$ cat src/harness_cfg.svh
//////////////////////////////
// Harness configuration constants
// Bank count, bank depth and wait states
//////////////////////////////

`ifndef HARNESS_CFG_SVH
`define HARNESS_CFG_SVH

// Interleaved banks, selected by address bits 3:2
`define HARNESS_NUM_BANKS 4

// Words per bank, word index from address bits 10:4
`define HARNESS_BANK_WORDS 128

// Upper bound on grant wait states per access
`define HARNESS_MAX_WAIT 3

`endif

$ cat src/harness_pkg.sv
//////////////////////////////
// Shared types of the harness
// Bus words, byte enables, owner ids
//////////////////////////////

package harness_pkg;

  // Bus address or data word
  typedef logic [31:0] word_t;

  // One enable per byte lane
  typedef logic [3:0] be_t;

  // Copy engine register offset
  typedef logic [3:0] reg_addr_t;

  // Which master holds a bank
  typedef enum logic {
    MASTER_HOST = 1'b0,
    MASTER_DMA  = 1'b1
  } master_id_e;

endpackage

$ cat src/obi_resp_merge.sv
//////////////////////////////
// Response merge
// Routes bank responses to their owners
//////////////////////////////

`include "harness_cfg.svh"

module obi_resp_merge (
  input  logic                                             clk_i,
  input  logic                                             reset_i,
  input  logic                    [`HARNESS_NUM_BANKS-1:0] bank_rvalid_i,
  input  harness_pkg::word_t      [`HARNESS_NUM_BANKS-1:0] bank_rdata_i,
  input  harness_pkg::master_id_e [`HARNESS_NUM_BANKS-1:0] bank_owner_i,
  output logic                                             host_rvalid_o,
  output harness_pkg::word_t                               host_rdata_o,
  output logic                                             dma_rvalid_o,
  output harness_pkg::word_t                               dma_rdata_o
);

  logic               host_valid;
  harness_pkg::word_t host_data;
  logic               dma_valid;
  harness_pkg::word_t dma_data;

  logic               host_rvalid_q;
  harness_pkg::word_t host_rdata_q;
  logic               dma_rvalid_q;
  harness_pkg::word_t dma_rdata_q;

  // OR-select, since one master has at most one bank responding
  function automatic void pick_resp(input harness_pkg::master_id_e id,
                                    output logic valid, output harness_pkg::word_t data);
    valid = 1'b0;
    data  = '0;
    for (int b = 0; b < `HARNESS_NUM_BANKS; b++) begin
      if (bank_rvalid_i[b] && bank_owner_i[b] == id) begin
        valid = 1'b1;
        data  = data | bank_rdata_i[b];
      end
    end
  endfunction

  always_comb begin
    pick_resp(harness_pkg::MASTER_HOST, host_valid, host_data);
    pick_resp(harness_pkg::MASTER_DMA, dma_valid, dma_data);
  end

  always_ff @(posedge clk_i) begin
    if (reset_i) begin
      host_rvalid_q <= 1'b0;
      dma_rvalid_q  <= 1'b0;
    end else begin
      host_rvalid_q <= host_valid;
      dma_rvalid_q  <= dma_valid;
    end
  end

  always_ff @(posedge clk_i) begin
    if (host_valid) host_rdata_q <= host_data;
    if (dma_valid) dma_rdata_q <= dma_data;
  end

  assign host_rvalid_o = host_rvalid_q;
  assign host_rdata_o  = host_rdata_q;
  assign dma_rvalid_o  = dma_rvalid_q;
  assign dma_rdata_o   = dma_rdata_q;

endmodule

$ cat config.mk
export PLATFORM = sky130hd
export DESIGN_NAME = obi_resp_merge
export DESIGN_NICKNAME = d
export VERILOG_FILES = /design/src/harness_pkg.sv /design/src/obi_resp_merge.sv
export VERILOG_INCLUDE_DIRS = /design/src /design/src/src
export SDC_FILE = /design/constraint.sdc
export NUM_CORES = 1
export LEC_CHECK = 0
export ABC_AREA = 1
export BUFFER_PORTS_ARGS = -buffer_cell sky130_fd_sc_hd__buf_2
export CAP_MARGIN = 25
export CORE_UTILIZATION = 30
export DETAILED_ROUTE_END_ITERATION = 10
export GPL_TIMING_DRIVEN = 0
export SLEW_MARGIN = 40
export SYNTH_ARGS = -nofsm -noshare
export SYNTH_HDL_FRONTEND = slang
export SYNTH_SLANG_ARGS = --single-unit
$ cat constraint.sdc
create_clock -name clk_i -period 1.45 [get_ports clk_i]
set_input_delay 0 -clock clk_i [delete_from_list [all_inputs] [get_ports clk_i]]
set_output_delay 0 -clock clk_i [all_outputs]
set_load 0.005 [all_outputs]
After elaboration in Yosys (flattened, before gate mapping). Index checks and enable logic that the tools add are counted.

Input bits: 138. Register bits after elaboration: 66. Logic and storage cells: 38. Output and inout port bits: 66.

Multiplexer cells: 16. Reduce and logical (&&, ||, !) cells: 8. Bitwise logic cells: 10.

Operator list (number): $mux 32 (8); $or 32x32->32 (6); $logic_and 1x1->1 (8); $mux 1 (8); $not 1->1 (4).

Logic depth before layout (Yosys ltp).
Depth after elaboration: 9. Depth in mapped cells: 6. Gate-level depth less buffers: 5.

Worst setup path after synthesis. No wires, ideal clock.

Path type: input port to flip-flop. From: in bank_owner_i[3] (netlist bit). To: reg host_rdata_q[0], in the netlist host_rdata_o[0], enable pin. Data arrival time: 0.998 ns. Stages: 6. Setup slack: 0.066 ns. Path through: buf_4 > inv_2 > nand2_1 > nand2_1 > nor2_1 > inv_1.

Word-level cells in the longest chain between the ends: 3.

Ends and longest elaborated chain: start: declaration (RTL line obi_resp_merge.sv:13) `` input harness_pkg::master_id_e [`HARNESS_NUM_BANKS-1:0] bank_owner_i, ``; $not 1->1 (RTL line obi_resp_merge.sv:36) `if (bank_rvalid_i[b] && bank_owner_i[b] == id) begin`; $logic_and 1x1->1 (RTL line obi_resp_merge.sv:36); $mux 1 (RTL line obi_resp_merge.sv:36); net host_valid (RTL line obi_resp_merge.sv:20) `logic host_valid;`; end signal: assignment (RTL line obi_resp_merge.sv:59) `if (host_valid) host_rdata_q <= host_data;`; end: declaration (RTL line obi_resp_merge.sv:26) `harness_pkg::word_t host_rdata_q;`.

The timed path passes the listed nets, and every way through them passes these cells. A chain may end at the register's enable or synchronous reset.

Final worst setup path.
From: in bank_rdata_i[59] (netlist bit). To: reg dma_rdata_q[27], in the netlist dma_rdata_o[27], data pin.

Word-level cells in the longest chain between the ends: 6.

Ends and longest elaborated chain: start: declaration (RTL line obi_resp_merge.sv:12) `` input harness_pkg::word_t [`HARNESS_NUM_BANKS-1:0] bank_rdata_i, ``; $or 32x32->32 (*) (RTL line obi_resp_merge.sv:38) `data = data | bank_rdata_i[b];`; $mux 32 (*) (RTL line obi_resp_merge.sv:36); $or 32x32->32 (RTL line obi_resp_merge.sv:38); $mux 32 (*) (RTL line obi_resp_merge.sv:36); $or 32x32->32 (RTL line obi_resp_merge.sv:38); $mux 32 (*) (RTL line obi_resp_merge.sv:36); net dma_data[27] (RTL line obi_resp_merge.sv:23) `harness_pkg::word_t dma_data;`; end signal: assignment (RTL line obi_resp_merge.sv:60) `if (dma_valid) dma_rdata_q <= dma_data;`; end: declaration (RTL line obi_resp_merge.sv:28) `harness_pkg::word_t dma_rdata_q;`.

Mark *: on every way through the listed nets, which the timed path passes. The rest lies on a longest branch.

==> flow_metrics.env <==
export IMPL_synth_yosys_seq_area_share=0.463
export IMPL_die_h_um=121
export IMPL_wirelength_mm=16.9
export IMPL_hold_viol=0
export IMPL_rsz0062_at_grt="no"
export IMPL_grt_pass1_vias=4867
export IMPL_yosys_warnings=0
export IMPL_antenna_found_initial=1
export IMPL_io_buffers=197
export IMPL_ios=204
export IMPL_final_cell_count_no_fill=993
export IMPL_worst_slew_pin_slew_ns=0.451
export IMPL_crit_path_start_kind="primary input"
export IMPL_htreeDepth=3
export IMPL_setup_viol=0
export IMPL_grt_overflow_total=0
export IMPL_timing_slew_headroom=0.699
export IMPL_p_per_area_nw_per_um2=961
export IMPL_syn_num_nets=660
export IMPL_numCtsBuffers=9
export IMPL_start_util=0.307
export IMPL_gr_usage_all_layers=0.230
export IMPL_worstPathRequired_ns=1.53
export IMPL_vias=5101
export IMPL_drtIter0Drc=467
export IMPL_path_common_cell="dlygate4sd3_1"
export IMPL_cp_cell_sequence="dlygate4sd3_1, buf_2, nand2_1, nand3_1, dlygate4sd3_1"
export IMPL_period_share=0.934
export IMPL_worst_setup_path_type="primary input to flip-flop"
export IMPL_cpMaxStageDelayCell="dlygate4sd3_1"
export IMPL_grt_max_degree=20
export IMPL_status="complete, no violations"
export IMPL_coreArea_um2=13800
export IMPL_clockBufferDepth=2
export IMPL_slew_viol_final=0
export IMPL_root_buffer="clkbuf_16"
export IMPL_final_net_count=945
export IMPL_syn_inst=522
export IMPL_drtPass1Iterations=6
export IMPL_synth_seq_cells=66
export IMPL_cp_slowest_stage_delay_ns=0.59
export IMPL_critPathMaxFanout=2
export IMPL_final_antenna_net_count=0
export IMPL_finalCriticalPeriod_ns=1.35
export IMPL_endpoint_kind="flip-flop"
export IMPL_yosysUniqueCellTypes=14
export IMPL_hold_ws_ns=0.00535
export IMPL_drt_vias_per_instance=5.14
export IMPL_final_cell_mix="214 x buf_2, 214 x nand3_1, 106 x nand2_1, 75 x dlygate4sd3_1, 64 x edfxtp_1"
export IMPL_postCtsSetupBuffers=0
export IMPL_route_detailed_drc=0
export IMPL_peakVddDrop_uv=437
export IMPL_wl_per_cell_um=17.0
export IMPL_grt_pass1_wl_mm=25.5
export IMPL_arrival_ns=1.43
export IMPL_dieArea_um2=14600
export IMPL_cts_tree="yes"
export IMPL_place_congestion=0.847
export IMPL_clock_sinks=66
export IMPL_dp_cells=901
export IMPL_path_clk_slew_ns=0.06
export IMPL_dp_hpwl_mm=11.6
export IMPL_maxCapViolations=0
export IMPL_drive_gt1_frac=0.347
export IMPL_syn_area_per_cell_um2=8.13
export IMPL_achievable_frequency_ghz=0.739
export IMPL_area_growth_pct=54.5
export IMPL_rows=43
export IMPL_hold_path_class="primary input to flip-flop"
export IMPL_die_w_um=121
export IMPL_final_core_util=0.474
export IMPL_netlist_area_um2=4240
export IMPL_leakagePower_nw=3.08
registers in the layout (all words and copies together) (netlist names):
| name | flops |
|---|---|
| dma_rvalid_o | 1 |
| dma_rdata_o | 32 |
| host_rvalid_o | 1 |
| host_rdata_o | 32 |
cell families (layout without fill, tap and decap cells):
group	count (synthesis)	in the layout	share of synthesized area
buffers and inverters	88	378	0.114
flip-flops	66	66	0.463
other	0	1	0
AND/OR/NAND/NOR	368	368	0.424
through the flow:
step	power (mW)	area (um2)	setup TNS, ns	setup slack (ns)
4_1_cts	6.32	6550	0	0.175
5_1_grt	6.58	6560	0	0.117
6_report	6.30	6560	0	0.0962
3_5_place_dp	3.91	5510	0	0.102
3_3_place_gp	3.88	5450	-31.80	-0.558
2_1_floorplan	3.15	4240	0	0.0658
synthesized netlist by cell type, drive strengths merged:
cell type / instances / area (um2)
nand2: 108 / 410
nand4: 32 / 200
nand3: 224 / 1170
inv: 40 / 150
nor2: 4 / 15.0
buf: 48 / 333
dfxtp: 2 / 40.0
edfxtp: 64 / 1920
power breakdown:
part | switching [mW] | total (mW) | internal, mW | leakage [nW]
Clock | 0.875 | 2.20 | 1.33 | 0.143
Sequential | 0.0714 | 2.52 | 2.45 | 0.668
Combinational | 0.813 | 1.58 | 0.764 | 2.27
Total | 1.76 | 6.30 | 4.54 | 3.08
routing by layer:
layer	GRT usage	up-vias	wire, um	share of wire
met5	0	-	0	0
met4	0.0787	0	359	0.021
met3	0.0348	33	1380	0.082
met2	0.388	316	8120	0.48
met1	0.298	2341	7060	0.42
li1	-	2411	-	-
path summary, 6_finish.rpt:
| check | depth (start not counted) | endpoint | slack, ns | from |
|---|---|---|---|---|
| max | 5 | dma_rdata_o[27]$_DFFE_PP_ | 0.1 | bank_rdata_i[59] |
| min | 3 | host_rdata_o[12]$_DFFE_PP_ | 0.005 | bank_rdata_i[12] |
critical path: cells and delay by family:
| family | cells | cell delay, ns |
|---|---|---|
| simple gates | 2 | 0.17 |
| buf+inv | 3 | 1.28 |
what timing repair did:
item	4_1_cts	5_1_grt
hold buffers	75	0
endpoints found under the hold margin	51	0
gates resized for setup	0	0
layout make-up:
type | instances | area (um2)
Multi-Input combinational cell | 368 | 1800
Sequential cell | 66 | 1960
Antenna cell | 1 | 2.50
Clock buffer | 9 | 225
Buffer | 48 | 333
Clock inverter | 7 | 68.8
Fill cell | 1372 | 7270
Tap cell | 180 | 225
Timing Repair Buffer | 274 | 1790
Inverter | 40 | 150
(Power assumes the default switching activity.)
