## src/harness_cfg.svh

```systemverilog
//////////////////////////////
// Harness configuration constants
// Bank count, bank depth and wait states
//////////////////////////////

`ifndef HARNESS_CFG_SVH
`define HARNESS_CFG_SVH

// Interleaved banks, selected by address bits 3:2
`define HARNESS_NUM_BANKS 4

// Words per bank, word index from address bits 10:4
`define HARNESS_BANK_WORDS 128

// Upper bound on grant wait states per access
`define HARNESS_MAX_WAIT 3

`endif

```

## src/harness_pkg.sv

```systemverilog
//////////////////////////////
// Shared types of the harness
// Bus words, byte enables, owner ids
//////////////////////////////

package harness_pkg;

  // Bus address or data word
  typedef logic [31:0] word_t;

  // One enable per byte lane
  typedef logic [3:0] be_t;

  // Copy engine register offset
  typedef logic [3:0] reg_addr_t;

  // Which master holds a bank
  typedef enum logic {
    MASTER_HOST = 1'b0,
    MASTER_DMA  = 1'b1
  } master_id_e;

endpackage

```

## src/obi_bank_router.sv

```systemverilog
//////////////////////////////
// Bank router for two bus masters
// Bank decode and round-robin arbitration
//////////////////////////////

`include "harness_cfg.svh"

module obi_bank_router (
  input  logic                                                 clk_i,
  input  logic                                                 reset_i,
  input  logic                                                 host_req_i,
  input  logic                                                 host_we_i,
  input  harness_pkg::word_t                                   host_addr_i,
  input  harness_pkg::word_t                                   host_wdata_i,
  input  harness_pkg::be_t                                     host_be_i,
  output logic                                                 host_gnt_o,
  input  logic                                                 dma_req_i,
  input  logic                                                 dma_we_i,
  input  harness_pkg::word_t                                   dma_addr_i,
  input  harness_pkg::word_t                                   dma_wdata_i,
  input  harness_pkg::be_t                                     dma_be_i,
  output logic                                                 dma_gnt_o,
  output logic                   [`HARNESS_NUM_BANKS-1:0]      bank_req_o,
  output logic                   [`HARNESS_NUM_BANKS-1:0]      bank_we_o,
  output harness_pkg::word_t     [`HARNESS_NUM_BANKS-1:0]      bank_addr_o,
  output harness_pkg::word_t     [`HARNESS_NUM_BANKS-1:0]      bank_wdata_o,
  output harness_pkg::be_t       [`HARNESS_NUM_BANKS-1:0]      bank_be_o,
  input  logic                   [`HARNESS_NUM_BANKS-1:0]      bank_gnt_i,
  input  logic                   [`HARNESS_NUM_BANKS-1:0]      bank_rvalid_i,
  output harness_pkg::master_id_e [`HARNESS_NUM_BANKS-1:0]     bank_owner_o
);

  localparam int unsigned sel_w_lp = $clog2(`HARNESS_NUM_BANKS);

  logic [sel_w_lp-1:0] host_bank;
  logic [sel_w_lp-1:0] dma_bank;

  // Request offered to a bank, per master
  logic [`HARNESS_NUM_BANKS-1:0] host_hit;
  logic [`HARNESS_NUM_BANKS-1:0] dma_hit;
  // Request actually forwarded after arbitration
  logic [`HARNESS_NUM_BANKS-1:0] host_fwd;
  logic [`HARNESS_NUM_BANKS-1:0] dma_fwd;

  logic                    [`HARNESS_NUM_BANKS-1:0] owner_valid_q;
  harness_pkg::master_id_e [`HARNESS_NUM_BANKS-1:0] owner_q;
  // Master that wins the next same-bank conflict
  harness_pkg::master_id_e [`HARNESS_NUM_BANKS-1:0] rr_q;

  assign host_bank = host_addr_i[2 +: sel_w_lp];
  assign dma_bank  = dma_addr_i[2 +: sel_w_lp];

  always_comb begin
    host_gnt_o = 1'b0;
    dma_gnt_o  = 1'b0;
    for (int b = 0; b < `HARNESS_NUM_BANKS; b++) begin
      // Owned banks are not offered until their response returns
      host_hit[b] = host_req_i && (host_bank == sel_w_lp'(b)) && !owner_valid_q[b];
      dma_hit[b]  = dma_req_i && (dma_bank == sel_w_lp'(b)) && !owner_valid_q[b];

      dma_fwd[b]  = dma_hit[b] && (!host_hit[b] || rr_q[b] == harness_pkg::MASTER_DMA);
      host_fwd[b] = host_hit[b] && !dma_fwd[b];

      bank_req_o[b] = host_fwd[b] || dma_fwd[b];
      if (dma_fwd[b]) begin
        bank_we_o[b]    = dma_we_i;
        bank_addr_o[b]  = dma_addr_i;
        bank_wdata_o[b] = dma_wdata_i;
        bank_be_o[b]    = dma_be_i;
      end else begin
        bank_we_o[b]    = host_we_i;
        bank_addr_o[b]  = host_addr_i;
        bank_wdata_o[b] = host_wdata_i;
        bank_be_o[b]    = host_be_i;
      end

      host_gnt_o = host_gnt_o || (bank_gnt_i[b] && host_fwd[b]);
      dma_gnt_o  = dma_gnt_o || (bank_gnt_i[b] && dma_fwd[b]);
    end
  end

  always_ff @(posedge clk_i) begin
    if (reset_i) begin
      owner_valid_q <= '0;
      owner_q       <= {`HARNESS_NUM_BANKS{harness_pkg::MASTER_HOST}};
      rr_q          <= {`HARNESS_NUM_BANKS{harness_pkg::MASTER_HOST}};
    end else begin
      for (int b = 0; b < `HARNESS_NUM_BANKS; b++) begin
        if (bank_req_o[b] && bank_gnt_i[b]) begin
          owner_valid_q[b] <= 1'b1;
          if (dma_fwd[b]) begin
            owner_q[b] <= harness_pkg::MASTER_DMA;
            rr_q[b]    <= harness_pkg::MASTER_HOST;
          end else begin
            owner_q[b] <= harness_pkg::MASTER_HOST;
            rr_q[b]    <= harness_pkg::MASTER_DMA;
          end
        end else if (bank_rvalid_i[b]) begin
          owner_valid_q[b] <= 1'b0;
        end
      end
    end
  end

  assign bank_owner_o = owner_q;

endmodule

```

## config.mk

```make
export PLATFORM = sky130hd
export DESIGN_NAME = obi_bank_router
export DESIGN_NICKNAME = d
export VERILOG_FILES = /design/src/harness_pkg.sv /design/src/obi_bank_router.sv
export VERILOG_INCLUDE_DIRS = /design/src /design/src/src
export SDC_FILE = /design/constraint.sdc
export NUM_CORES = 1
export LEC_CHECK = 0
export ABC_CLOCK_PERIOD_IN_PS = 2600
export BUFFER_PORTS_ARGS = -buffer_cell sky130_fd_sc_hd__clkbuf_2
export CAP_MARGIN = 20
export CORE_AREA = 2 2 171 173
export DETAILED_ROUTE_END_ITERATION = 8
export DIE_AREA = 0 0 173 175
export GPL_TIMING_DRIVEN = 1
export HOLD_SLACK_MARGIN = 0.08
export PLACE_DENSITY_LB_ADDON = 0.25
export SYNTH_ARGS = -nofsm -noshare
export SYNTH_HDL_FRONTEND = slang
export SYNTH_SLANG_ARGS = --single-unit
```

## constraint.sdc

```tcl
create_clock -name clk_i -period 2.6 [get_ports clk_i]
set_input_delay 0.39 -clock clk_i [delete_from_list [all_inputs] [get_ports clk_i]]
set_output_delay 0.39 -clock clk_i [all_outputs]
set_load 0.02 [all_outputs]
```

## Word-level counts from Yosys, hierarchy flattened

Index checks and enable logic that the tools add are counted.

| word-level totals | value |
|---|---|
| word-level logic and storage cells | 118 |
| register bits after elaboration | 12 |
| output and inout bits | 286 |
| input port bits | 150 |

| cells by class | value |
|---|---|
| reduce and logical (&&, ||, !) cells | 68 |
| equality and inequality tests | 6 |
| multiplexer cells | 32 |

Operators by type and width:

| cell | count |
|---|---|
| 2-to-1 mux 32 bit | 8 |
| logical AND 1 bit | 36 |
| 2-to-1 mux 1 bit | 20 |
| 2-to-1 mux 4 bit | 4 |
| logical OR 1 bit | 14 |
| zero test 1 bit | 12 |
| == test 2 bit (second input constant) | 4 |
| nonzero test 2 bit | 4 |
| == test 2 x 1 -> 1 bit (second input constant) | 2 |
| zero test 2 bit | 2 |

## Depth between registers and ports, before layout

| logic depth | value |
|---|---|
| depth after elaboration | 12 |
| gate-level depth with buffers | 6 |
| mapped depth without buffers | 3 |

## Worst setup path after synthesis

No wires, ideal clock.

| timing | value |
|---|---|
| kind | input-to-output |
| start point | input host_addr_i[2] |
| end point | output bank_be_o[0] in the netlist's numbering |
| cell stages on the path | 6 |
| data required time | 2210 ps |
| path buffers | 3 |
| path slack | 228 ps |
| arrival time | 1982 ps |
| cell sequence | clkbuf_1 -> or4b_4 -> o21ai_2 -> buf_4 -> buf_4 -> mux2_1 |

RTL lines:

| element | line | RTL |
|---|---|---|
| start, declared | obi_bank_router.sv:13 | `input harness_pkg::word_t host_addr_i,` |
| end, declared | obi_bank_router.sv:27 | `` output harness_pkg::be_t [`HARNESS_NUM_BANKS-1:0] bank_be_o, `` |

==> flow_metrics.env <==
export IMPL_drv_slew=0
export IMPL_clk_path_buf_depth=2
export IMPL_wire_per_inst_um=16.9
export IMPL_worst_pin_slew_ns=0.390
export IMPL_startpoint_type="flip-flop"
export IMPL_arrival_ns=2.19
export IMPL_period_share=0.993
export IMPL_final_area_mm2=0.00696
export IMPL_cts_sinks=12
export IMPL_drt_total_wl_mm=20.2
export IMPL_grt_pass1_wl_mm=28.3
export IMPL_hold_violations=0
export IMPL_initial_utilization=0.139
export IMPL_drt_initial_drc_count=128
export IMPL_holdBufCountCts=0
export IMPL_syn_avg_cell_area_um2=10.3
export IMPL_antenna_found_initial=0
export IMPL_synth_area_mm2=0.00393
export IMPL_ys_ff_latch=12
export IMPL_rrSetupSlack_ns=1.18
export IMPL_core_mm2=0.0284
export IMPL_crit_path_end_kind="primary output"
export IMPL_synth_area_leaders="mux2_2, mux2_1, dfxtp_1, buf_2, buf_4"
export IMPL_crit_fanout=7
export IMPL_outcome="complete, no violations"
export IMPL_required_ns=2.21
export IMPL_cts_root_buf="clkbuf_16"
export IMPL_max_freq_mhz=387
export IMPL_r2r_start="owner_valid_q[0]"
export IMPL_rsz0062_at_grt="true"
export IMPL_port_buffers=435
export IMPL_yosysWarnings=0
export IMPL_grt_max_degree=38
export IMPL_ios=436
export IMPL_fin_crit_ns=2.58
export IMPL_cts_made_buffers=3
export IMPL_nets=963
export IMPL_skew_ns=0.00143
export IMPL_antenna_cells=0
export IMPL_num_rows=62
export IMPL_cp_top_family="buffers and inverters"
export IMPL_synth_most_common_cell="mux2_2"
export IMPL_die_h_um=175
export IMPL_grt_pass1_vias=4767
export IMPL_first_pass_iters=4
export IMPL_crit_slowest_cell="or4b_4"
export IMPL_hold_path_end="owner_valid_q[0]"
export IMPL_syn_instance_count=382
export IMPL_path_class="reg -> out"
export IMPL_slew_headroom=0.737
export IMPL_hpwl_mm=15.9
export IMPL_synthArstFlopShare=0
export IMPL_synth_ff_type="dfxtp_1"
export IMPL_ys_top_cells_by_count="mux2_2, mux2_1, buf_2, dfxtp_1, a21oi_1"
export IMPL_clkTransAtPathRegs_ns=0.05
export IMPL_yosys_area_top_type="mux2_2"
export IMPL_grt_overflow_total=0
export IMPL_die_area_mm2=0.0303
export IMPL_worst_r2r_endpoint="bank_owner_o[0]"
export IMPL_placedCellCount=1185
export IMPL_placed_cell_area_mm2=0.00668
export IMPL_track_usage=0.116
export IMPL_path_buf_inv=3
export IMPL_cp_slowest_stage_delay_ns=0.52
export IMPL_holdCritStartpoint="bank_rvalid_i[0]"
export IMPL_tritoncts="built"
export IMPL_num_vias=4904
export IMPL_htreeDepth=1
export IMPL_synth_edf_count=0
export IMPL_syn_num_nets=532
export IMPL_area_growth_pct=76.9
export IMPL_insertion_delay_ns=0.24
export IMPL_power_density_mw_per_mm2=285
export IMPL_ant_nets=0
export IMPL_setup_viol_count_final=0
export IMPL_gp_congestion=0.773
export IMPL_maxCapViolCount=0
export IMPL_hold_class="in -> reg"
export IMPL_finalNonFillerCells=1195
export IMPL_hold_path_depth=3
export IMPL_ys_seq_area_frac=0.0611
export IMPL_p_total_mw=1.98
export IMPL_rr_worst_depth=5
export IMPL_ys_types=28
export IMPL_crit_path_cell_trace="or4b_4 > o21ai_4 > buf_12 > buf_6 > mux2_1 > clkbuf_2"
export IMPL_holdWs_ns=0.402
export IMPL_synth_top_area_frac=0.670
export IMPL_irDropWorstVdd_uv=182
export IMPL_drc=0
export IMPL_leakagePower_nw=3.47
export IMPL_fin_tns_setup_ns=0
export IMPL_layout_drive_gt1_share=0.877
export IMPL_vias_per_cell=4.10
export IMPL_die_x_um=173
## worst min-delay path, delay by kind of cell
family,cells,cell delay [ns]
compound gates,1,0.06
buf+inv,1,0.07
simple gates,1,0.08
## report_power, final
group          leakage, nW  switching, mW  total, mW  internal, mW
registers           0.0980        0.00723      0.199         0.192
clock network       0.0370         0.0865      0.288         0.201
logic                 3.34          0.877       1.50         0.620
## through the flow
step	utilization	setup slack (ns)
after detailed placement	0.235	0.148
after global routing	0.245	-0.0322
after floorplan	-	0.228
final	0.245	0.0171
after CTS	0.238	0.0399
after global placement	0.235	0.142
## cells in the final DEF (no fill, tap or decap), drive strengths merged, types with 7 or more instances in the layout
cell	instances
clkbuf	418
mux2	268
buf	43
dfxtp	12
a21oi	9
o21ai	9
nand2b	8
nor2b	7
## metal layers
metal | up-vias | global-route usage | wire length [um]
li1 | 2345 | - | -
met1 | 2319 | 0.142 | 8470
met2 | 228 | 0.217 | 10400
met3 | 12 | 0.0168 | 1090
met4 | 0 | 0.0169 | 301
met5 | - | 0 | 0
## registers in the layout (all words and copies together), names as in the netlist
| signal | cells |
|---|---|
| bank_owner_o | 4 |
| rr_q | 4 |
| owner_valid_q | 4 |
## timing repair
item / 4_1_cts / 5_1_grt
buffers inserted: 0 / 1
gates resized for setup: 0 / 44
endpoints found under the setup margin: 0 / 29
hold endpoints to repair: 0 / 0
## worst max path at each step
stage                           startpoint          endpoint  slack (ns)  cells past startpoint
after global routing      owner_valid_q[0]  bank_wdata_o[19]       -0.03                      6
after floorplan             host_addr_i[2]      bank_be_o[0]        0.23                      6
after detailed placement    host_addr_i[3]      bank_be_o[1]        0.15                      6
final                     owner_valid_q[0]  bank_wdata_o[29]        0.02                      6
after CTS                 owner_valid_q[0]   bank_addr_o[21]        0.04                      5
after global placement      host_addr_i[3]   bank_addr_o[22]        0.14                      6
## cells by family (layout without fill, tap and decap cells)
| family | after synthesis | after routing | share of synthesized area |
|---|---|---|---|
| flip-flops | 12 | 12 | 0.0611 |
| AO/OA/AOI/OAI | 33 | 33 | 0.0547 |
| AND/OR/NAND/NOR | 33 | 33 | 0.0700 |
| buffers and inverters | 36 | 465 | 0.0468 |
| multiplexers | 268 | 268 | 0.767 |
## layout make-up
class	instances	area [um^2]
tap	384	480
timing repair buffer	458	2570
clock buffer	3	75.1
multi-input combinational	334	3570
fill	3132	21400
inverter	4	15.0
sequential	12	241
No activity file was read; power rests on OpenSTA's default activity.
