## src/harness_cfg.svh

```systemverilog
//////////////////////////////
// Harness configuration constants
// Bank count, bank depth and wait states
//////////////////////////////

`ifndef HARNESS_CFG_SVH
`define HARNESS_CFG_SVH

// Interleaved banks, selected by address bits 3:2
`define HARNESS_NUM_BANKS 4

// Words per bank, word index from address bits 10:4
`define HARNESS_BANK_WORDS 128

// Upper bound on grant wait states per access
`define HARNESS_MAX_WAIT 3

`endif

```

## src/harness_pkg.sv

```systemverilog
//////////////////////////////
// Shared types of the harness
// Bus words, byte enables, owner ids
//////////////////////////////

package harness_pkg;

  // Bus address or data word
  typedef logic [31:0] word_t;

  // One enable per byte lane
  typedef logic [3:0] be_t;

  // Copy engine register offset
  typedef logic [3:0] reg_addr_t;

  // Which master holds a bank
  typedef enum logic {
    MASTER_HOST = 1'b0,
    MASTER_DMA  = 1'b1
  } master_id_e;

endpackage

```

## src/memcopy_periph.sv

```systemverilog
//////////////////////////////
// Memory copy engine
// Register-programmed word copy over the bus
//////////////////////////////

module memcopy_periph (
  input  logic                   clk_i,
  input  logic                   reset_i,
  input  logic                   reg_valid_i,
  input  logic                   reg_write_i,
  input  harness_pkg::reg_addr_t reg_addr_i,
  input  harness_pkg::word_t     reg_wdata_i,
  output harness_pkg::word_t     reg_rdata_o,
  output logic                   reg_ready_o,
  output logic                   master_req_o,
  output logic                   master_we_o,
  output harness_pkg::word_t     master_addr_o,
  output harness_pkg::word_t     master_wdata_o,
  output harness_pkg::be_t       master_be_o,
  input  logic                   master_gnt_i,
  input  logic                   master_rvalid_i,
  input  harness_pkg::word_t     master_rdata_i
);

  localparam harness_pkg::reg_addr_t reg_src_lp  = 4'h0;
  localparam harness_pkg::reg_addr_t reg_dst_lp  = 4'h4;
  localparam harness_pkg::reg_addr_t reg_size_lp = 4'h8;
  localparam harness_pkg::reg_addr_t reg_ctrl_lp = 4'hC;

  typedef enum logic [2:0] {
    IDLE,
    RD_REQ,
    RD_WAIT,
    WR_REQ,
    WR_WAIT
  } state_e;

  state_e             state_q;
  logic               busy;
  logic               reg_wr;
  logic               start_copy;
  logic               reg_ready_q;
  harness_pkg::word_t reg_rdata_q;

  // Programmed values
  harness_pkg::word_t src_q;
  harness_pkg::word_t dst_q;
  harness_pkg::word_t size_q;

  // Running copy position
  harness_pkg::word_t cur_src_q;
  harness_pkg::word_t cur_dst_q;
  harness_pkg::word_t count_q;
  harness_pkg::word_t data_q;

  assign busy   = (state_q != IDLE);
  // Writes during a copy are dropped but still acknowledged
  assign reg_wr = reg_valid_i && reg_write_i && !busy;
  // Zero size never leaves idle
  assign start_copy = reg_wr && (reg_addr_i == reg_ctrl_lp) && reg_wdata_i[0] &&
                      (size_q != '0);

  always_ff @(posedge clk_i) begin
    if (reset_i) begin
      state_q     <= IDLE;
      reg_ready_q <= 1'b0;
      src_q       <= '0;
      dst_q       <= '0;
      size_q      <= '0;
      count_q     <= '0;
    end else begin
      reg_ready_q <= reg_valid_i;
      if (reg_wr) begin
        case (reg_addr_i)
          reg_src_lp:  src_q <= reg_wdata_i;
          reg_dst_lp:  dst_q <= reg_wdata_i;
          reg_size_lp: size_q <= reg_wdata_i;
          default: ;
        endcase
      end
      case (state_q)
        IDLE: begin
          if (start_copy) begin
            count_q <= size_q;
            state_q <= RD_REQ;
          end
        end
        RD_REQ:  if (master_gnt_i) state_q <= RD_WAIT;
        RD_WAIT: if (master_rvalid_i) state_q <= WR_REQ;
        WR_REQ:  if (master_gnt_i) state_q <= WR_WAIT;
        WR_WAIT: begin
          if (master_rvalid_i) begin
            count_q <= count_q - 1'b1;
            state_q <= (count_q == 32'd1) ? IDLE : RD_REQ;
          end
        end
        default: state_q <= IDLE;
      endcase
    end
  end

  always_ff @(posedge clk_i) begin
    if (start_copy) begin
      cur_src_q <= src_q;
      cur_dst_q <= dst_q;
    end else if (state_q == WR_WAIT && master_rvalid_i) begin
      cur_src_q <= cur_src_q + 32'd4;
      cur_dst_q <= cur_dst_q + 32'd4;
    end
    if (state_q == RD_WAIT && master_rvalid_i) begin
      data_q <= master_rdata_i;
    end
    if (reg_valid_i && !reg_write_i) begin
      case (reg_addr_i)
        reg_src_lp:  reg_rdata_q <= src_q;
        reg_dst_lp:  reg_rdata_q <= dst_q;
        reg_size_lp: reg_rdata_q <= size_q;
        reg_ctrl_lp: reg_rdata_q <= {31'd0, busy};
        default:     reg_rdata_q <= '0;
      endcase
    end
  end

  assign reg_ready_o = reg_ready_q;
  assign reg_rdata_o = reg_rdata_q;

  // Full-word accesses only
  assign master_req_o   = (state_q == RD_REQ) || (state_q == WR_REQ);
  assign master_we_o    = (state_q == WR_REQ);
  assign master_addr_o  = (state_q == WR_REQ) ? cur_dst_q : cur_src_q;
  assign master_wdata_o = data_q;
  assign master_be_o    = 4'hF;

endmodule

```

## config.mk

```make
export PLATFORM = sky130hd
export DESIGN_NAME = memcopy_periph
export DESIGN_NICKNAME = d
export VERILOG_FILES = /design/src/harness_cfg.svh /design/src/harness_pkg.sv /design/src/memcopy_periph.sv
export SDC_FILE = /design/constraint.sdc
export NUM_CORES = 1
export LEC_CHECK = 0
export BUFFER_PORTS_ARGS = -buffer_cell sky130_fd_sc_hd__buf_4
export CAP_MARGIN = 0
export CORE_MARGIN = 3
export CORE_UTILIZATION = 50
export CTS_BUF_LIST = sky130_fd_sc_hd__clkbuf_8
export DETAILED_ROUTE_END_ITERATION = 12
export PLACE_DENSITY = 0.78
export SLEW_MARGIN = 20
export SYNTH_ARGS = -nofsm -noshare
export SYNTH_HDL_FRONTEND = slang
export SYNTH_SLANG_ARGS = --single-unit
```

## constraint.sdc

```tcl
create_clock -name clk_i -period 4.1 [get_ports clk_i]
set_input_delay 0.82 -clock clk_i [delete_from_list [all_inputs] [get_ports clk_i]]
set_output_delay 0.82 -clock clk_i [all_outputs]
set_load 0.02 [all_outputs]
```

# --- Yosys cells after proc, flatten, opt, wreduce, memory -nomap -nowiden ---
# Index checks and enable logic that the tools add are counted.
totals:
  output_inout_bits: 103
  inputBits: 74
  reg_bits: 260
  wordCells: 64
classes:
  n_addsub: 3
  reduce_logical: 22
  n_mux: 16
  n_eq_ne: 13
ops:
  columns: ["operator", "count"]
  rows:
  - ["32-bit 2-to-1 mux", 7]
  - ["32-bit one-hot mux with 4 select lines", 1]
  - ["32-bit by 3-bit adder with 32-bit output (second input constant)", 2]
  - ["32-bit one-hot mux with 2 select lines", 1]
  - ["32-bit by 1-bit equality test with 1-bit output (second input constant)", 1]
  - ["32-bit nonzero test", 1]
  - ["32-bit by 1-bit subtractor with 32-bit output (second input constant)", 1]
  - ["3-bit 2-to-1 mux", 5]
  - ["3-bit one-hot mux with 5 select lines", 1]
  - ["4-bit equality test (second input constant)", 2]
  - ["1-bit logical AND", 8]
  - ["2-bit != test (second input constant)", 4]
  - ["3-bit by 2-bit equality test with 1-bit output (second input constant)", 2]
  - ["2-bit AND reduction", 3]
  - ["5-bit AND reduction", 1]
  - ["4-bit by 3-bit equality test with 1-bit output (second input constant)", 1]
  - ["4-bit zero test", 1]
  - ["2-bit nonzero test", 2]
  - ["3-bit by 1-bit equality test with 1-bit output (second input constant)", 1]
  - ["3-bit equality test (second input constant)", 1]
  - ["3-bit zero test", 1]
  - ["3-bit AND reduction", 1]
  - ["3-bit nonzero test", 1]
  - ["1-bit zero test", 2]
  - ["other kinds (3)", 3]

# --- Logic depth before layout (Yosys ltp) ---
# Gate-level depths: netlist of the first run.
depth:
  depth_word: 8
  depth_mapped: 9
  ltp_nobuf: 7

# --- Worst setup path before layout of the first run ---
# Ideal clock, no wire load.
synth_path:
  path_type: "input to register"
  start: "input port master_rvalid_i"
  end: "register data_q[0], in the netlist master_wdata_o[0], enable pin"
  t_arrival_ps: 3072
  setup_ps: 461
  cell_stages: 2
  n_path_buf: 0
  t_required_ps: 3639
  slack_ps: 567
  cell_sequence: "nand2_1 > nor3_1"
synth_between:
  elab_chain_cells: 1
synth_rtl:
  columns: ["element", "line_no", "rtl"]
  rows:
  - ["start: declaration", "memcopy_periph.sv:21", "input logic master_rvalid_i,"]
  - ["1-bit logical AND", "memcopy_periph.sv:110", "if (state_q == RD_WAIT && master_rvalid_i) begin"]
  - ["end signal: assignment", "memcopy_periph.sv:111", "data_q <= master_rdata_i;"]
  - ["end: declaration", "memcopy_periph.sv:54", "harness_pkg::word_t data_q;"]
# No other way between the ends.
# A chain may end at the register's enable or synchronous reset.

# --- Final worst setup path of the first run ---
layout_path:
  start: "register state_q[0]"
  end: "output port master_addr_o[12]"
layout_between:
  elab_chain_cells: 2
layout_rtl:
  columns: ["element", "line_no", "rtl"]
  rows:
  - ["start: declaration", "memcopy_periph.sv:38", "state_e state_q;"]
  - ["start signal: assignment", "memcopy_periph.sv:94", "state_q <= (count_q == 32'd1) ? IDLE : RD_REQ;"]
  - ["3-bit by 2-bit equality test with 1-bit output", "memcopy_periph.sv:130", "assign master_addr_o = (state_q == WR_REQ) ? cur_dst_q : cur_src_q;"]
  - ["32-bit 2-to-1 mux", "memcopy_periph.sv:130", null]
  - ["end: declaration", "memcopy_periph.sv:17", "output harness_pkg::word_t master_addr_o,"]
# No other way between the ends.

==> results.toml, run 1 <==
[outcome]
status = "finished, final reports clean"

[floorplan]
die_y_um = 165
io_pins = 177
num_rows = 57
die_w_um = 165
dieArea_sq_um = 27200
core_sq_um = 24600
start_util_pct = 51.4

[synthesis]
yosys_most_used_dff = "dfxtp_1"
ys_seq_area_share_pct = 51.3
async_flop_share_pct = 0
yosys_warnings = 0
netlist_area_sq_um = 12600
syn_inst = 1322
ys_ff_latch = 260
synth_edf_count = 128
synth_cell_type_count = 57
synth.avg_cell_area_sq_um = 9.56

[place]
dp_cells = 1742
port_buffers = 172
preCtsSetupSlack_ns = 1.11
finalWeightedCongestion = 0.913
hpwl_um = 23500

[critical_path]
critPathKind = "reg -> out"
slowest_stage = "and2_2"
crit_fanout = 35
cp.required_ns = 3.28
worst_path_largest_cell_delay_ns = 0.85
startpoint_type = "register"
critPathBufInv = 1
crit_path_end_kind = "primary output"
critPathArrivalTime_ns = 2.77
cp_cell_sequence = "nor2b_1 > and2_2 > mux2_2 > buf_4"
critPathTopFamily = "simple AND/OR/NAND/NOR gates"

[sta]
rsz0062_at_grt = "no"
setup_ws_ns = 0.512
worst_slew_pin_slew_ns = 1.09
skew_ns = 0.0251
slew_headroom_pct = 27.1
min_period_ns = 3.59
finalHoldViolations = 0
clock.fmax_mhz = 279
fin_crit_sh_pct = 87.5
setup_tns_ns = 0
setup_violations = 0
slew_viol_final = 0

[clocking]
insertion_delay_ns = 0.56
holdBufCountCts = 0
cts_resized = 0
cts_root_buf = "clkbuf_8"
cts_buffers = 43
clk_pin_slew_ns = 0.06
cts_max_level = 2
cts_tree = "done"
clockBufferDepth = 3
cts_sinks = 260
postCtsSetupRepairBufs = 0

[route]
vias_per_cell = 5.97
drc_errors = 0
vias = 10900
drt_iter0_drc = 1161
drt-total-wl_um = 35700
antenna_left = 0
firstDrtPassIters = 5
routedWlPerCell_um = 19.6

[global_routing]
grt_pass1_vias = 10200
grt_overflow_total = 0
grt_usage_pct = 25.4
antenna_found_initial = 0
grt_max_degree = 71
grt_pass1_wl_um = 54600

[layout]
areaGrowthSynthToFinish_pct = 18.6
drive_gt1_share_pct = 20.2
diodes = 0
utilization_pct = 60.9
num-fill-cells = 2123
nets = 1542
finalNonFillerCells = 1822

[power_and_ir_drop]
power_density_nw_per_um2 = 350
p_leak_nw = 5.58
vdd_ir_drop_max_mv = 0.217

[min_path]
hold_class = "in -> reg"

[flow_run]
cap_violations = 0
[state kept, by name, indices dropped and copies added, names as in the netlist]
signal and cells:
dst_q 32, src_q 32, cur_src_q 32, master_wdata_o 32, reg_rdata_o 32, reg_ready_o 1, size_q 32, count_q 32
state_q 3, cur_dst_q 32
[through the flow]
| stage | instance area, sq um | total power [mW] | hold slack [ns] |
|---|---|---|---|
| floorplan | 12700 | 2.90 | 0.439 |
| global placement | 14100 | 3.01 | 0.450 |
| detailed placement | 14100 | 3.02 | 0.460 |
| CTS | 15000 | 5.26 | 0.420 |
| global route | 15000 | 5.40 | 0.416 |
| finish | 15000 | 5.24 | 0.444 |
[cells in the mapped netlist, types with 5 or more instances]
master	number	share of area (%)
nand2_1	180	5.3
nor2_1	165	4.9
dfxtp_1	132	21
edfxtp_1	128	30
a21oi_1	103	4.1
mux2i_1	96	7.6
clkbuf_1	64	1.9
o21ai_0	61	2.4
nand3_1	36	1.4
nor3_1	35	1.4
mux2_2	32	2.9
xnor2_1	32	2.2
nor4_1	28	1.4
xor2_1	24	1.7
o32ai_1	21	1.5
nand4_1	20	0.99
buf_2	18	0.71
and2_1	12	0.59
and3_1	12	0.59
inv_1	11	0.33
a22oi_1	8	0.48
buf_4	8	0.48
a31oi_1	7	0.35
and4_1	7	0.48
or4_1	7	0.42
a32o_1	6	0.48
buf_1	6	0.18
a2bb2oi_1	5	0.35
nor2b_1	5	0.25
o22ai_1	5	0.25
or3_1	5	0.25
[cell usage in the layout, fill, tap and decap left out, types with 5 or more instances in the layout]
cell	count
and4_1	7
or3_1	5
o21ai_0	61
o22ai_1	5
a31oi_1	7
or4_1	7
buf_4	189
dfxtp_1	132
clkbuf_8	52
xor2_1	24
clkinv_1	8
nor4_1	27
edfxtp_1	128
inv_1	21
nor2_1	165
a2bb2oi_1	5
mux2i_1	96
clkinv_2	7
and3_1	12
mux2_2	32
nand3_1	36
o32ai_1	21
a21oi_1	103
and2_1	11
a22oi_1	8
nand2_1	180
nor3_1	34
nand4_1	20
a32o_1	6
xnor2_1	32
[cell families (layout without fill, tap and decap cells)]
logic type      count (synthesis)  count (layout)  share of synthesized area (%)
simple gates                  529             529                           19.1
flops                         260             260                           51.3
compound gates                234             234                           11.1
mux                           128             128                           10.5
buf+inv                       109             282                           3.65
xor+xnor                       56              56                           3.88
fa+ha+maj                       5               5                          0.475
other cells                     1               4                         0.0297
[report_power, final]
group / total [mW] / internal (mW) / switching (mW) / leakage [nW]
Combinational: 0.225 / 0.0882 / 0.136 / 2.86
Sequential: 2.74 / 2.73 / 0.0124 / 2.23
Clock: 2.27 / 1.22 / 1.05 / 0.487
[layout make-up]
type | instances | area (sq um) | area share, %
multi-input cells | 956 | 5740 | 38.3
well taps | 324 | 405 | 2.70
clock buffers | 52 | 716 | 4.78
flip-flops and latches | 260 | 6490 | 43.3
clock inverters | 27 | 146 | 0.977
inverters | 13 | 50.0 | 0.334
repair buffers | 190 | 1450 | 9.65
[routing by layer]
metal / wire (um) / global-route usage (%) / vias up
li1: - / - / 5046
met1: 14400 / 33.8 / 5156
met2: 16900 / 41.1 / 580
met3: 3250 / 5.09 / 90
met4: 1190 / 9.68 / 0
met5: 0 / 0 / -
[path summary, 6_finish.rpt]
kind                      startpoint                          end  slack (ns)  depth (start not counted)
max          state_q[0]$_SDFFE_PP0P_            master_addr_o[12]        0.51                          4
min                master_rdata_i[9]  master_wdata_o[9]$_DFFE_PP_        0.44                          1
min reg2reg    dst_q[0]$_SDFFE_PP0P_        dst_q[0]$_SDFFE_PP0P_        0.47                          2
max reg2reg  state_q[2]$_SDFFE_PP0P_       src_q[25]$_SDFFE_PP0P_        1.18                          6
(Power assumes the default switching activity.)
==> inputs of run 2 (changes only) <==
- CELL_PAD_IN_SITES_DETAIL_PLACEMENT: unset -> 0
- CELL_PAD_IN_SITES_GLOBAL_PLACEMENT: unset -> 1
- CORE_UTILIZATION: 50 -> 46
- PLACE_DENSITY: 0.78 -> 0.89
- TNS_END_PERCENT: unset -> 100
==> results.toml, run 2 (synthesis results as in run 1) <==
[route]
routedWlPerCell_um = 20.0
vias = 10500
drt_iter0_drc = 1355
vias_per_cell = 5.72
firstDrtPassIters = 6
drc_errors = 0
drt-total-wl_um = 36800
antenna_left = 0

[critical_path]
cp_cell_sequence = "nor2b_1 > and2_2 > buf_4 > mux2_2 > buf_4"
worstRegToRegCells = 7
worst_path_largest_cell_delay_ns = 0.50
r2r_slack_ns = 1.08
r2r_end = "cur_src_q[29]$_DFFE_PP_"
crit-reg2reg-launch = "size_q[24]$_SDFFE_PP0P_"
crit_path_end_kind = "primary output"
crit_fanout = 35
cp.required_ns = 3.28
startpoint_type = "register"
critPathArrivalTime_ns = 2.53
critPathTopFamily = "buffers and inverters"
cp_common_cell = "buf_4"
slowest_stage = "dfxtp_1"
critPathBufInv = 2
critPathKind = "reg -> out"

[clocking]
insertion_delay_ns = 0.55
clk_pin_slew_ns = 0.06
cts_sinks = 260
clockBufferDepth = 3
cts_tree = "done"
cts_resized = 0
holdBufCountCts = 0
postCtsSetupRepairBufs = 0
cts_buffers = 44
cts_root_buf = "clkbuf_8"
cts_max_level = 2

[global_routing]
grt_overflow_total = 0
grt_usage_pct = 24.0
grt_max_degree = 123
grt_pass1_wl_um = 56000
grt_pass1_vias = 9875
antenna_found_initial = 0

[outcome]
status = "finished, final reports clean"

[layout]
diodes = 0
nets = 1546
finalNonFillerCells = 1844
drive_gt1_share_pct = 19.9
final_common_cell = "buf_4"
layout_common_cells = "buf_4, nand2_1, nor2_1"
areaGrowthSynthToFinish_pct = 18.8

[floorplan]
die_w_um = 172
num_rows = 60
core_sq_um = 27000
io_pins = 177
start_util_pct = 46.9
die_y_um = 172
dieArea_sq_um = 29500

[sta]
worst_slew_pin_slew_ns = 1.09
setup_violations = 0
clock.fmax_mhz = 299
skew_ns = 0.0171
finalHoldViolations = 0
slew_viol_final = 0
fin_crit_sh_pct = 81.6
hold_ws_ns = 0.446
setup_tns_ns = 0
slew_headroom_pct = 27.3
min_period_ns = 3.35
rsz0062_at_grt = "no"

[power_and_ir_drop]
vdd_ir_drop_max_mv = 0.190
p_leak_nw = 5.63
power_density_nw_per_um2 = 346

[place]
port_buffers = 172
finalWeightedCongestion = 0.899
dp_cells = 1762
hpwl_um = 25200

[min_path]
holdPathStages = 1
hold_end = "master_wdata_o[27]$_DFFE_PP_"
hold_start = "master_rdata_i[27]"
hold_class = "in -> reg"

[flow_run]
cap_violations = 0
[run 2: where the power goes]
group | internal [mW] | switching [mW] | leakage (nW) | total [mW]
combinational | 0.0872 | 0.138 | 2.87 | 0.226
clock | 1.19 | 1.04 | 0.531 | 2.23
sequential | 2.73 | 0.0128 | 2.23 | 2.74
total | 4.00 | 1.20 | 5.63 | 5.20
[run 2: how the worst max path moves through the flow]
stage	startpoint	endpoint	slack [ns]	cells past startpoint
finish	state_q[0]$_SDFFE_PP0P_	master_addr_o[1]	0.75	5
global route	state_q[0]$_SDFFE_PP0P_	master_addr_o[1]	0.60	5
global placement	reg_addr_i[3]	cur_src_q[29]$_DFFE_PP_	0.81	7
detailed placement	size_q[24]$_SDFFE_PP0P_	cur_src_q[29]$_DFFE_PP_	0.82	7
CTS	state_q[0]$_SDFFE_PP0P_	master_addr_o[1]	0.70	5
floorplan	master_rvalid_i	master_wdata_o[0]$_DFFE_PP_	0.57	2
[run 2: layer usage]
| metal | wire length, um | part of all wire [%] | global-route usage (%) | vias to the layer above |
|---|---|---|---|---|
| li1 | - | - | - | 5053 |
| met1 | 16600 | 45 | 36.1 | 4979 |
| met2 | 16500 | 45 | 35.8 | 456 |
| met3 | 2910 | 7.9 | 4.14 | 60 |
| met4 | 867 | 2.4 | 6.91 | 0 |
| met5 | 0 | 0 | 0 | - |
[run 2: metrics by stage]
stage | setup slack (ns) | area, sq um | total power, mW | utilization (%)
2_1_floorplan | 0.567 | 12700 | 2.90 | -
3_3_place_gp | 0.813 | 14100 | 3.02 | 52.5
3_5_place_dp | 0.817 | 14100 | 3.02 | 52.5
4_1_cts | 0.700 | 15000 | 5.24 | 55.7
5_1_grt | 0.600 | 15000 | 5.36 | 55.7
6_report | 0.753 | 15000 | 5.20 | 55.7
[run 2: layout make-up]
type                    count  area, sq um
repair buffers            193         1470
inverters                  13         50.0
well taps                 341          427
multi-input cells         956         5730
fillers                  2387        11900
flip-flops and latches    260         6490
clock buffers              54          743
clock inverters            27          106
[run 2: worst reg2reg max path, delay by kind of cell (launching register included)]
family / cells / cell delay (ns)
buf+inv: 2 / 0.50
simple gates: 4 / 1.37
compound gates: 1 / 0.68
flops: 1 / 0.35
